## src/source/id_pkg.sv

```systemverilog
package id_pkg;

    typedef logic [31:0] word_t;
    typedef logic [4:0]  reg_addr_t;
    typedef logic [3:0]  exc_code_t;

    localparam exc_code_t EXC_NONE = 4'd0;
    localparam exc_code_t EXC_RI   = 4'd10;

    // major opcodes
    localparam logic [5:0] OP_SPECIAL = 6'h00;
    localparam logic [5:0] OP_J       = 6'h02;
    localparam logic [5:0] OP_JAL     = 6'h03;
    localparam logic [5:0] OP_BEQ     = 6'h04;
    localparam logic [5:0] OP_BNE     = 6'h05;
    localparam logic [5:0] OP_ADDIU   = 6'h09;
    localparam logic [5:0] OP_SLTI    = 6'h0a;
    localparam logic [5:0] OP_SLTIU   = 6'h0b;
    localparam logic [5:0] OP_ANDI    = 6'h0c;
    localparam logic [5:0] OP_ORI     = 6'h0d;
    localparam logic [5:0] OP_XORI    = 6'h0e;
    localparam logic [5:0] OP_LUI     = 6'h0f;
    localparam logic [5:0] OP_LW      = 6'h23;
    localparam logic [5:0] OP_SW      = 6'h2b;

    // special function field
    localparam logic [5:0] FN_SLL  = 6'h00;
    localparam logic [5:0] FN_SRL  = 6'h02;
    localparam logic [5:0] FN_SRA  = 6'h03;
    localparam logic [5:0] FN_JR   = 6'h08;
    localparam logic [5:0] FN_ADDU = 6'h21;
    localparam logic [5:0] FN_SUBU = 6'h23;
    localparam logic [5:0] FN_AND  = 6'h24;
    localparam logic [5:0] FN_OR   = 6'h25;
    localparam logic [5:0] FN_XOR  = 6'h26;
    localparam logic [5:0] FN_NOR  = 6'h27;
    localparam logic [5:0] FN_SLT  = 6'h2a;
    localparam logic [5:0] FN_SLTU = 6'h2b;

    // one-hot alu operation, bit positions
    typedef logic [11:0] alu_op_t;
    localparam int ALU_ADD  = 0;
    localparam int ALU_SUB  = 1;
    localparam int ALU_SLT  = 2;
    localparam int ALU_SLTU = 3;
    localparam int ALU_AND  = 4;
    localparam int ALU_NOR  = 5;
    localparam int ALU_OR   = 6;
    localparam int ALU_XOR  = 7;
    localparam int ALU_SLL  = 8;
    localparam int ALU_SRL  = 9;
    localparam int ALU_SRA  = 10;
    localparam int ALU_LUI  = 11;

    typedef struct packed {
        logic [5:0] op;
        reg_addr_t  rs;
        reg_addr_t  rt;
        reg_addr_t  rd;
        logic [4:0] sa;
        logic [5:0] funct;
    } r_fmt_t;

    typedef struct packed {
        logic [5:0]  op;
        reg_addr_t   rs;
        reg_addr_t   rt;
        logic [15:0] imm;
    } i_fmt_t;

    typedef struct packed {
        logic [5:0]  op;
        logic [25:0] index;
    } j_fmt_t;

    // one instruction word, three field layouts
    typedef union packed {
        r_fmt_t r;
        i_fmt_t i;
        j_fmt_t j;
    } inst_t;

    typedef struct packed {
        exc_code_t exc;
        inst_t     inst;
        word_t     pc;
    } fetch_bus_t;

    typedef struct packed {
        exc_code_t   exc;
        alu_op_t     alu_op;
        logic        src1_is_sa;
        logic        src1_is_pc;
        logic        src2_is_imm;
        logic        src2_is_uimm;
        logic        src2_is_8;
        logic        load_op;
        logic        gr_we;
        logic        mem_we;
        reg_addr_t   dest;
        logic [15:0] imm;
        word_t       rs_value;
        word_t       rt_value;
        word_t       pc;
    } decode_bus_t;

    // a later stage as seen from decode
    typedef struct packed {
        logic      valid;
        logic      gr_we;
        logic      res_from_mem;
        reg_addr_t dest;
        word_t     result;
    } fwd_src_t;

    typedef struct packed {
        logic      valid;
        logic      we;
        reg_addr_t addr;
        word_t     data;
    } rf_write_t;

    typedef struct packed {
        logic  taken;
        word_t target;
    } br_bus_t;

    typedef struct packed {
        logic is_beq;
        logic is_bne;
        logic is_j;
        logic is_jal;
        logic is_jr;
        logic reads_rs;
        logic reads_rt;
    } ctrl_t;

endpackage

```

## src/source/decode_latch.sv

```systemverilog
`timescale 1ns/1ps

module decode_latch (
    input  logic               clk,
    input  logic               reset,
    input  logic               flush,
    input  logic               fs_to_ds_valid,
    input  id_pkg::fetch_bus_t fs_to_ds_bus,
    input  logic               es_allowin,
    input  logic               ready_go,
    output logic               ds_allowin,
    output logic               ds_valid_out,
    output logic               ds_to_es_valid,
    output id_pkg::fetch_bus_t ds_bus
);

    logic ds_valid;

    assign ds_allowin     = !ds_valid || (ready_go && es_allowin);
    assign ds_to_es_valid = ds_valid && ready_go;
    assign ds_valid_out   = ds_valid;

    always_ff @(posedge clk) begin
        if (reset) begin
            ds_valid <= 1'b0;
        end else if (flush) begin
            ds_valid <= 1'b0;
        end else if (ds_allowin) begin
            ds_valid <= fs_to_ds_valid;
        end
    end

    always_ff @(posedge clk) begin
        if (fs_to_ds_valid && ds_allowin) begin
            ds_bus <= fs_to_ds_bus;
        end
    end

    // outgoing valid only for an instruction taken in or already held
    a_out_needs_valid: assert property (
        @(posedge clk) disable iff (reset)
        ds_to_es_valid |-> $past(fs_to_ds_valid && ds_allowin) || $past(ds_valid_out)
    );

    // stalled instruction stays put until execute takes it
    a_hold_on_stall: assert property (
        @(posedge clk) disable iff (reset)
        ds_valid_out && !es_allowin && !flush |=> ds_valid_out && $stable(ds_bus)
    );

endmodule

```

## src/source/inst_decoder.sv

```systemverilog
`timescale 1ns/1ps

module inst_decoder (
    input  id_pkg::inst_t     inst,
    input  id_pkg::exc_code_t exc_in,
    output id_pkg::alu_op_t   alu_op,
    output logic              src1_is_sa,
    output logic              src1_is_pc,
    output logic              src2_is_imm,
    output logic              src2_is_uimm,
    output logic              src2_is_8,
    output logic              load_op,
    output logic              gr_we,
    output logic              mem_we,
    output id_pkg::reg_addr_t dest,
    output id_pkg::exc_code_t exc_out,
    output id_pkg::ctrl_t     ctrl
);
    import id_pkg::*;

    logic is_special, sa_zero, rs_zero;
    logic inst_addu, inst_subu, inst_slt, inst_sltu;
    logic inst_and, inst_or, inst_xor, inst_nor;
    logic inst_sll, inst_srl, inst_sra, inst_jr;
    logic inst_addiu, inst_slti, inst_sltiu, inst_andi, inst_ori, inst_xori, inst_lui;
    logic inst_lw, inst_sw, inst_beq, inst_bne, inst_j, inst_jal;
    logic r_alu, shift, imm_alu, known;

    assign is_special = (inst.r.op == OP_SPECIAL);
    assign sa_zero    = (inst.r.sa == '0);
    assign rs_zero    = (inst.r.rs == '0);

    // register-register forms need sa zero, shifts need rs zero
    assign inst_addu  = is_special && inst.r.funct == FN_ADDU && sa_zero;
    assign inst_subu  = is_special && inst.r.funct == FN_SUBU && sa_zero;
    assign inst_slt   = is_special && inst.r.funct == FN_SLT  && sa_zero;
    assign inst_sltu  = is_special && inst.r.funct == FN_SLTU && sa_zero;
    assign inst_and   = is_special && inst.r.funct == FN_AND  && sa_zero;
    assign inst_or    = is_special && inst.r.funct == FN_OR   && sa_zero;
    assign inst_xor   = is_special && inst.r.funct == FN_XOR  && sa_zero;
    assign inst_nor   = is_special && inst.r.funct == FN_NOR  && sa_zero;
    assign inst_sll   = is_special && inst.r.funct == FN_SLL  && rs_zero;
    assign inst_srl   = is_special && inst.r.funct == FN_SRL  && rs_zero;
    assign inst_sra   = is_special && inst.r.funct == FN_SRA  && rs_zero;
    assign inst_jr    = is_special && inst.r.funct == FN_JR && inst.r.rt == '0
                        && inst.r.rd == '0 && sa_zero;

    assign inst_addiu = (inst.i.op == OP_ADDIU);
    assign inst_slti  = (inst.i.op == OP_SLTI);
    assign inst_sltiu = (inst.i.op == OP_SLTIU);
    assign inst_andi  = (inst.i.op == OP_ANDI);
    assign inst_ori   = (inst.i.op == OP_ORI);
    assign inst_xori  = (inst.i.op == OP_XORI);
    assign inst_lui   = (inst.i.op == OP_LUI) && (inst.i.rs == '0);
    assign inst_lw    = (inst.i.op == OP_LW);
    assign inst_sw    = (inst.i.op == OP_SW);
    assign inst_beq   = (inst.i.op == OP_BEQ);
    assign inst_bne   = (inst.i.op == OP_BNE);
    assign inst_j     = (inst.j.op == OP_J);
    assign inst_jal   = (inst.j.op == OP_JAL);

    assign r_alu   = inst_addu | inst_subu | inst_slt | inst_sltu
                   | inst_and | inst_or | inst_xor | inst_nor;
    assign shift   = inst_sll | inst_srl | inst_sra;
    assign imm_alu = inst_addiu | inst_slti | inst_sltiu | inst_andi
                   | inst_ori | inst_xori | inst_lui;
    assign known   = r_alu | shift | imm_alu | inst_lw | inst_sw
                   | inst_beq | inst_bne | inst_j | inst_jal | inst_jr;

    always_comb begin
        alu_op           = '0;
        // address add for loads, stores and the jal link
        alu_op[ALU_ADD]  = inst_addu | inst_addiu | inst_lw | inst_sw | inst_jal;
        alu_op[ALU_SUB]  = inst_subu;
        alu_op[ALU_SLT]  = inst_slt | inst_slti;
        alu_op[ALU_SLTU] = inst_sltu | inst_sltiu;
        alu_op[ALU_AND]  = inst_and | inst_andi;
        alu_op[ALU_NOR]  = inst_nor;
        alu_op[ALU_OR]   = inst_or | inst_ori;
        alu_op[ALU_XOR]  = inst_xor | inst_xori;
        alu_op[ALU_SLL]  = inst_sll;
        alu_op[ALU_SRL]  = inst_srl;
        alu_op[ALU_SRA]  = inst_sra;
        alu_op[ALU_LUI]  = inst_lui;
    end

    assign src1_is_sa   = shift;
    assign src1_is_pc   = inst_jal;
    assign src2_is_imm  = inst_addiu | inst_slti | inst_sltiu | inst_lui | inst_lw | inst_sw;
    assign src2_is_uimm = inst_andi | inst_ori | inst_xori;
    assign src2_is_8    = inst_jal;
    assign load_op      = inst_lw;
    assign mem_we       = inst_sw;
    assign gr_we        = r_alu | shift | imm_alu | inst_lw | inst_jal;

    assign dest = inst_jal   ? 5'd31 :
                  is_special ? inst.r.rd : inst.i.rt;

    assign ctrl.is_beq   = inst_beq;
    assign ctrl.is_bne   = inst_bne;
    assign ctrl.is_j     = inst_j;
    assign ctrl.is_jal   = inst_jal;
    assign ctrl.is_jr    = inst_jr;
    assign ctrl.reads_rs = r_alu | inst_jr | (imm_alu & ~inst_lui) | inst_lw | inst_sw
                         | inst_beq | inst_bne;
    assign ctrl.reads_rt = r_alu | shift | inst_sw | inst_beq | inst_bne;

    // a fetch-side exception wins over reserved instruction
    assign exc_out = (exc_in == EXC_NONE && !known) ? EXC_RI : exc_in;

endmodule

```

## src/source/reg_file.sv

```systemverilog
`timescale 1ns/1ps

module reg_file #(
    parameter int REG_COUNT = 32
) (
    input  logic              clk,
    input  id_pkg::reg_addr_t raddr1,
    input  id_pkg::reg_addr_t raddr2,
    output id_pkg::word_t     rdata1,
    output id_pkg::word_t     rdata2,
    input  id_pkg::rf_write_t wr
);
    import id_pkg::*;

    word_t regs [REG_COUNT];

    always_ff @(posedge clk) begin
        if (wr.valid && wr.we && wr.addr != '0) begin
            regs[wr.addr] <= wr.data;
        end
    end

    // r0 is hardwired, never read from storage
    assign rdata1 = (raddr1 == '0) ? '0 : regs[raddr1];
    assign rdata2 = (raddr2 == '0) ? '0 : regs[raddr2];

endmodule

```

## src/source/operand_bypass.sv

```systemverilog
`timescale 1ns/1ps

module operand_bypass (
    input  id_pkg::reg_addr_t rs,
    input  id_pkg::reg_addr_t rt,
    input  logic              reads_rs,
    input  logic              reads_rt,
    input  id_pkg::word_t     rf_rs,
    input  id_pkg::word_t     rf_rt,
    input  id_pkg::fwd_src_t  es_fwd,
    input  id_pkg::fwd_src_t  ms_fwd,
    input  id_pkg::rf_write_t ws_write,
    output id_pkg::word_t     rs_value,
    output id_pkg::word_t     rt_value,
    output logic              ready_go
);
    import id_pkg::*;

    logic es_load;
    logic load_use;

    // youngest producer first, r0 always from the file
    function automatic word_t select_operand(
        input reg_addr_t addr,
        input word_t     rf_value,
        input fwd_src_t  es,
        input fwd_src_t  ms,
        input rf_write_t ws
    );
        word_t value;
        if (addr == '0) begin
            value = rf_value;
        end else if (es.valid && es.gr_we && !es.res_from_mem && es.dest == addr) begin
            value = es.result;
        end else if (ms.valid && ms.gr_we && ms.dest == addr) begin
            value = ms.result;
        end else if (ws.valid && ws.we && ws.addr == addr) begin
            value = ws.data;
        end else begin
            value = rf_value;
        end
        return value;
    endfunction

    assign rs_value = select_operand(rs, rf_rs, es_fwd, ms_fwd, ws_write);
    assign rt_value = select_operand(rt, rf_rt, es_fwd, ms_fwd, ws_write);

    // load data not there yet while the load sits in execute
    assign es_load  = es_fwd.valid && es_fwd.gr_we && es_fwd.res_from_mem
                      && es_fwd.dest != '0;
    assign load_use = es_load && ((reads_rs && es_fwd.dest == rs)
                                  || (reads_rt && es_fwd.dest == rt));
    assign ready_go = !load_use;

    always_comb begin
        a_stall_cause: assert final (ready_go || (es_fwd.valid && es_fwd.res_from_mem
                                     && (es_fwd.dest == rs || es_fwd.dest == rt)))
            else $error("decode stalled with no load in execute");
    end

endmodule

```

## src/source/branch_unit.sv

```systemverilog
`timescale 1ns/1ps

module branch_unit (
    input  id_pkg::ctrl_t   ctrl,
    input  id_pkg::word_t   rs_value,
    input  id_pkg::word_t   rt_value,
    input  id_pkg::word_t   pc,
    input  logic [15:0]     imm,
    input  logic [25:0]     index,
    input  logic            stage_valid,
    output id_pkg::br_bus_t br_bus
);
    import id_pkg::*;

    word_t seq_pc;
    logic  rs_eq_rt;
    logic  cond;

    // delay-slot address
    assign seq_pc   = pc + 32'd4;
    assign rs_eq_rt = (rs_value == rt_value);

    assign cond = (ctrl.is_beq && rs_eq_rt)
                || (ctrl.is_bne && !rs_eq_rt)
                || ctrl.is_j || ctrl.is_jal || ctrl.is_jr;

    assign br_bus.taken = cond && stage_valid;

    assign br_bus.target = (ctrl.is_beq || ctrl.is_bne) ?
                               seq_pc + {{14{imm[15]}}, imm, 2'b00} :
                           ctrl.is_jr ? rs_value :
                           {seq_pc[31:28], index, 2'b00};

endmodule

```

## src/source/id_stage.sv

```systemverilog
`timescale 1ns/1ps

module id_stage #(
    parameter int REG_COUNT = 32
) (
    input  logic               clk,
    input  logic               reset,
    input  logic               fs_to_ds_valid,
    input  id_pkg::fetch_bus_t fs_to_ds_bus,
    input  logic               es_allowin,
    input  id_pkg::fwd_src_t   es_fwd,
    input  id_pkg::fwd_src_t   ms_fwd,
    input  id_pkg::rf_write_t  ws_write,
    input  logic               flush,
    output logic               ds_allowin,
    output logic               ds_to_es_valid,
    output id_pkg::decode_bus_t ds_to_es_bus,
    output id_pkg::br_bus_t    br_bus
);
    import id_pkg::*;

    fetch_bus_t ds_bus;
    logic       ready_go;
    ctrl_t      ctrl;
    word_t      rf_rdata1;
    word_t      rf_rdata2;
    word_t      rs_value;
    word_t      rt_value;
    alu_op_t    alu_op;
    logic       src1_is_sa;
    logic       src1_is_pc;
    logic       src2_is_imm;
    logic       src2_is_uimm;
    logic       src2_is_8;
    logic       load_op;
    logic       gr_we;
    logic       mem_we;
    reg_addr_t  dest;
    exc_code_t  ds_exc;

    decode_latch i_latch (
        .clk            (clk),
        .reset          (reset),
        .flush          (flush),
        .fs_to_ds_valid (fs_to_ds_valid),
        .fs_to_ds_bus   (fs_to_ds_bus),
        .es_allowin     (es_allowin),
        .ready_go       (ready_go),
        .ds_allowin     (ds_allowin),
        // raw valid bit is only checked inside the latch
        .ds_valid_out   (),
        .ds_to_es_valid (ds_to_es_valid),
        .ds_bus         (ds_bus)
    );

    inst_decoder i_decoder (
        .inst         (ds_bus.inst),
        .exc_in       (ds_bus.exc),
        .alu_op       (alu_op),
        .src1_is_sa   (src1_is_sa),
        .src1_is_pc   (src1_is_pc),
        .src2_is_imm  (src2_is_imm),
        .src2_is_uimm (src2_is_uimm),
        .src2_is_8    (src2_is_8),
        .load_op      (load_op),
        .gr_we        (gr_we),
        .mem_we       (mem_we),
        .dest         (dest),
        .exc_out      (ds_exc),
        .ctrl         (ctrl)
    );

    reg_file #(
        .REG_COUNT (REG_COUNT)
    ) i_reg_file (
        .clk    (clk),
        .raddr1 (ds_bus.inst.r.rs),
        .raddr2 (ds_bus.inst.r.rt),
        .rdata1 (rf_rdata1),
        .rdata2 (rf_rdata2),
        .wr     (ws_write)
    );

    operand_bypass i_bypass (
        .rs       (ds_bus.inst.r.rs),
        .rt       (ds_bus.inst.r.rt),
        .reads_rs (ctrl.reads_rs),
        .reads_rt (ctrl.reads_rt),
        .rf_rs    (rf_rdata1),
        .rf_rt    (rf_rdata2),
        .es_fwd   (es_fwd),
        .ms_fwd   (ms_fwd),
        .ws_write (ws_write),
        .rs_value (rs_value),
        .rt_value (rt_value),
        .ready_go (ready_go)
    );

    branch_unit i_branch (
        .ctrl        (ctrl),
        .rs_value    (rs_value),
        .rt_value    (rt_value),
        .pc          (ds_bus.pc),
        .imm         (ds_bus.inst.i.imm),
        .index       (ds_bus.inst.j.index),
        .stage_valid (ds_to_es_valid),
        .br_bus      (br_bus)
    );

    always_comb begin
        ds_to_es_bus.exc          = ds_exc;
        ds_to_es_bus.alu_op       = alu_op;
        ds_to_es_bus.src1_is_sa   = src1_is_sa;
        ds_to_es_bus.src1_is_pc   = src1_is_pc;
        ds_to_es_bus.src2_is_imm  = src2_is_imm;
        ds_to_es_bus.src2_is_uimm = src2_is_uimm;
        ds_to_es_bus.src2_is_8    = src2_is_8;
        ds_to_es_bus.load_op      = load_op;
        ds_to_es_bus.gr_we        = gr_we;
        ds_to_es_bus.mem_we       = mem_we;
        ds_to_es_bus.dest         = dest;
        ds_to_es_bus.imm          = ds_bus.inst.i.imm;
        ds_to_es_bus.rs_value     = rs_value;
        ds_to_es_bus.rt_value     = rt_value;
        ds_to_es_bus.pc           = ds_bus.pc;
    end

endmodule

```

## config.mk

```make
export PLATFORM = sky130hd
export DESIGN_NAME = id_stage
export DESIGN_NICKNAME = d
export VERILOG_FILES = /design/src/source/id_pkg.sv /design/src/source/decode_latch.sv /design/src/source/inst_decoder.sv /design/src/source/reg_file.sv /design/src/source/operand_bypass.sv /design/src/source/branch_unit.sv /design/src/source/id_stage.sv
export SDC_FILE = /design/constraint.sdc
export NUM_CORES = 2
export LEC_CHECK = 0
export BUFFER_PORTS_ARGS = -buffer_cell sky130_fd_sc_hd__buf_2
export CAP_MARGIN = 5
export CORE_UTILIZATION = 35
export DETAILED_ROUTE_END_ITERATION = 8
export PLACE_DENSITY = 0.55
export SYNTH_ARGS = -nofsm -noshare
export SYNTH_HDL_FRONTEND = slang
export SYNTH_SLANG_ARGS = --single-unit
```

## constraint.sdc

```tcl
create_clock -name clk -period 3.6 [get_ports clk]
set_input_delay 0.18 -clock clk [delete_from_list [all_inputs] [get_ports clk]]
set_output_delay 0.18 -clock clk [all_outputs]
set_load 0.05 [all_outputs]
```

==> results.txt <==
- For this run, design rule violations remaining after detail routing come to 0.
- Of the total synthesized cell area, the portion taken by XOR and XNOR cells is 1.64%.
- sky130_fd_sc_hd__edfxtp_1 takes more of the synthesized area than any other cell.
- Total of fill cells in the finished design: 13,600
- Core region area: 160,000 um^2
* IO buf count: 366
* Fmax achieved: 0.201 GHz
- Counting along the longest clock path gives a buffer depth of 3.
* Post-synthesis adder-cell area fraction: 0.700%
- Clock tree root buffer cell: sky130_fd_sc_hd__clkbuf_16
* Cells along the critical path: buf_4, and3_1, nand3_1, nor2_1, and3_1, xor2_1, ha_1, a21o_1, a21o_1, a21o_1, a21o_1, a221o_1, o2111ai_2, a31oi_4, a221oi_4, o31ai_4, buf_4, o211ai_1, clkbuf_16
- Area fraction in and, or, nand and nor cells after synthesis: 5.33%
* Worst Setup Start Kind: flop
- After synthesis, the mean cell area works out to 16.1 um^2.
- Synthesis handed over a netlist of 3,520 instances.
* Antenna-violating nets left: 0
- The analysis attributes to cell leakage a power of 0.0288 uW.
- Count of distinct cell types in the synthesized netlist: 104
- The synthesized netlist occupies a cell area of 56,500 um^2.
* Grt met1 use: 38.6%
- Chip height: 404 um
- Combined flip-flop and latch cell area: 33,000 um^2
* Met2 Use GR: 49.3%
- The critical path contains buffers and inverters numbering 3 combined.
- Measured against its own limit, the worst slew margin works out to 33.0%.
- Peak ir drop on the vdd network: 438 uV
- Reg2reg setup slack: -0.14 ns
- Total Nets Final: 5,111
* Maximum number of pins on one net before global-route repair: 35
- Data on the critical path arrives at its endpoint at 4.79 ns.
- Worst Skew: 0.0729 ns
- Overall die area: 163,000 um^2
- The H-tree was split into 3 levels.
* Half-perimeter wire length of the detailed placement result: 179,000 um
* Met3 routing resource usage after global routing: 8.39%
- The number of antenna violations at the first check in global routing came to 11.
* Sequential cell area fraction in the yosys report: 58.4%
- For the finished layout, the period the worst path requires is 4.97 ns.
- Among all stages on the critical path, the largest delay is contributed by sky130_fd_sc_hd__edfxtp_1.
- Among all flip-flop cells after synthesis, the most frequent one is sky130_fd_sc_hd__edfxtp_1.
* Leftover overflow at the end of global routing: 0
- Via count of the first global-routing pass: 42,700
- Data on the critical path is required at its endpoint by 3.42 ns.
- For this configuration, the core starts out at a cell density of 35.2%.
- The min-delay analysis places its worst path in the category in -> reg.
* Count of flip-flops with a built-in enable after synthesis: 1,092
- Dominant combinational cell family by area after synthesis: multiplexers
- In this design, the stage delay of the slowest critical-path cell is 0.42 ns.
- Across every metal layer, demand over resource in global routing totals 31.4%.
- Using the TritonRoute via totals, the vias-per-cell ratio works out to 6.12.
- Initial DRT Pass Iterations: 6
* Power density over the cells: 462 nW/um^2
* Count of routing violations after the opening detailed-route iteration: 5,630
- Final routed wire length divided by cell count: 36.7 um
- Top-Level Pins: 368
* Portion of the clock cycle consumed by the worst path in the final layout: 138%
- Once layout is done, the placed cells without fillers occupy 79,200 um^2.
* Worst Reg2Reg Path Length in Cells: 17
* Via total after detailed routing: 43,800
- In the post-route analysis, the smallest setup slack over all paths is -1.37 ns.
* Startpoint of the worst register-to-register path: i_latch.ds_bus[55]$_DFFE_PP_
- RSZ-0062 raised after global routing: true
- For the pin with the worst max-slew slack, the measured transition is 1.01 ns.
- From synthesis to final layout, the design area changed by 40.1%.
* Wire length of the first global-routing pass: 352,000 um
- Crit end category: output pin
* Share of Yosys cell area claimed by the top area cell type: 58.0%
* Hold Path Cell Cnt: 2
* Destination of the worst hold path: i_reg_file.regs[21][11]$_DFFE_PP_
* Most frequent cell after synthesis: sky130_fd_sc_hd__edfxtp_1
* Number of placement rows: 147
- Final count of hold timing violations: 0
- Multiplexer cells account for 21.7% of the synthesized area.
- Summing the areas of all compound-gate instances in the mapped netlist gives 8.32% of the synthesized area.
- Placed standard-cell area: 68,500 um^2
- Clock Latency Late Sink: 0.79 ns
- The final layout contains routed wiring with a total length of 262,000 um.
* Hold path startpoint: ws_write[11]
- Share of post-route cells with drive strength above 1: 49.7%
* Setup total negative slack: -40.88 ns
* Placer's final routability congestion estimate: 1.01
- The completed layout was analyzed and its total power is 36,600 uW.
- The run finished, with violations left.
- Crit path max-delay family: compound AO/OA/AOI/OAI gates
- Slew Limit Fails: 0
* Reg2Reg Capture Point: i_latch.ds_bus[36]$_DFFE_PP_
- After synthesis, the cell types taking the most area are sky130_fd_sc_hd__edfxtp_1 58%, sky130_fd_sc_hd__mux4_2 16%, sky130_fd_sc_hd__mux2i_1 4.9%.
* YS warnings: 0
- The cell that appears most often on the critical path is sky130_fd_sc_hd__a21o_1.
- Max-cap viol count: 0
- Clock sink count: 1,103
* Critical path peak fanout: 3
- Violated checks: negative setup slack
- TritonCTS built the clock tree.
* FF+latch count, synth: 1,103
- The critical path in this run is classified as reg -> out.
* Top cells by count, synth: 1,092 x sky130_fd_sc_hd__edfxtp_1, 401 x sky130_fd_sc_hd__mux4_2, 277 x sky130_fd_sc_hd__mux2i_1, 137 x sky130_fd_sc_hd__a22oi_1
- Buffers inserted during clock tree synthesis total 120.
- After global routing, the most crowded layer is met2.
- After clock tree synthesis, the clock-pin slew on the worst setup and hold paths is 0.06 ns.
* Post-synthesis async set-or-reset flop share: 0%
- Setup violation total in the final timing report: 160
- The critical path crosses 19 cells after its start point.
- Area of the multi-input gates: 24,100 um^2
- Die W: 404 um
==> report_power, final <==
group / internal (uW) / leakage [uW] / total (uW) / switching [uW]
clock: 7090 / 0.00196 / 12600 / 5550
combinational: 4330 / 0.0168 / 9530 / 5200
sequential: 14300 / 0.00999 / 14400 / 122
total: 25700 / 0.0288 / 36600 / 10900
==> layer usage <==
| metal | vias to the layer above | share of wire [%] |
|---|---|---|
| met5 | - | 0.027 |
| met4 | 10 | 7.7 |
| met3 | 728 | 11 |
| met2 | 2862 | 45 |
| met1 | 22800 | 36 |
| li1 | 17400 | - |
==> state kept, by name, indices dropped and copies added (netlist names), named ones only <==
name	flops
i_latch.ds_bus	68
i_latch.ds_valid_out	1
i_reg_file.regs	1024
==> through the flow <==
stage / hold WS, ns / util [%] / setup WS, ns / std cells
global route: 0.0268 / 49.4 / -1.56 / 7154
global placement: 0.358 / 42.7 / -0.489 / 6636
CTS: 0.000281 / 48.1 / -1.31 / 7083
finish: 0.0360 / 49.4 / -1.37 / 7157
detailed placement: 0.358 / 42.7 / -0.546 / 6636
floorplan: 0.253 / - / -0.538 / 3551
==> final cells by class <==
class | instances | share of cell area [%]
Inverter | 44 | 0.247
Sequential cell | 1103 | 41.7
Multi-Input combinational cell | 2078 | 30.5
Tap cell | 2160 | 3.41
Clock buffer | 134 | 3.87
Timing Repair Buffer | 1541 | 19.1
Clock inverter | 93 | 1.17
Antenna cell | 4 | 0.0126
==> timing repair <==
item	4_1_cts	5_1_grt
gates cloned	15	8
pin swaps	137	169
gates resized for setup	557	331
endpoints found under the hold margin	586	0
hold buffers	95	0
buffers inserted	119	105
setup endpoints to repair	185	184
==> worst reg2reg max path: cells and delay by family, from the launching register on <==
kind | cells | cell delay, ns
buf+inv | 7 | 0.97
simple gates | 6 | 1.59
flops | 1 | 0.37
compound gates | 4 | 0.56
==> placed cells by master, fill, tap and decap left out, types with 33 or more instances in the layout <==
cell type	count
sky130_fd_sc_hd__dlygate4sd3_1	95
sky130_fd_sc_hd__a21oi_1	40
sky130_fd_sc_hd__nor2_4	36
sky130_fd_sc_hd__a22oi_2	33
sky130_fd_sc_hd__edfxtp_1	1092
sky130_fd_sc_hd__xor2_1	36
sky130_fd_sc_hd__buf_8	55
sky130_fd_sc_hd__xnor2_1	51
sky130_fd_sc_hd__mux4_2	401
sky130_fd_sc_hd__nor2_1	67
sky130_fd_sc_hd__a22oi_1	104
sky130_fd_sc_hd__mux2i_1	259
sky130_fd_sc_hd__clkbuf_16	127
sky130_fd_sc_hd__nand2_1	101
sky130_fd_sc_hd__nand3_1	39
sky130_fd_sc_hd__buf_12	182
sky130_fd_sc_hd__buf_2	259
sky130_fd_sc_hd__buf_4	745
sky130_fd_sc_hd__buf_6	172
sky130_fd_sc_hd__nor3_1	35
==> worst max-delay path by stage <==
| stage | startpoint | end | slack (ns) |
|---|---|---|---|
| floorplan | i_latch.ds_bus[2]$_DFFE_PP_ | br_bus[29] | -0.54 |
| global placement | i_latch.ds_bus[51]$_DFFE_PP_ | br_bus[32] | -0.49 |
| detailed placement | i_latch.ds_bus[3]$_DFFE_PP_ | br_bus[30] | -0.55 |
| CTS | i_latch.ds_bus[3]$_DFFE_PP_ | br_bus[29] | -1.31 |
| global route | i_latch.ds_bus[3]$_DFFE_PP_ | br_bus[29] | -1.56 |
| finish | i_latch.ds_bus[3]$_DFFE_PP_ | br_bus[29] | -1.37 |
==> kinds of logic after synthesis <==
| family | after synthesis |
|---|---|
| buf+inv | 370 |
| xor+xnor | 105 |
| flops | 1103 |
| simple gates | 569 |
| compound gates | 627 |
| mux | 714 |
| fa+ha+maj | 31 |
| other cells | 1 |
No activity file was read; power rests on OpenSTA's default activity.
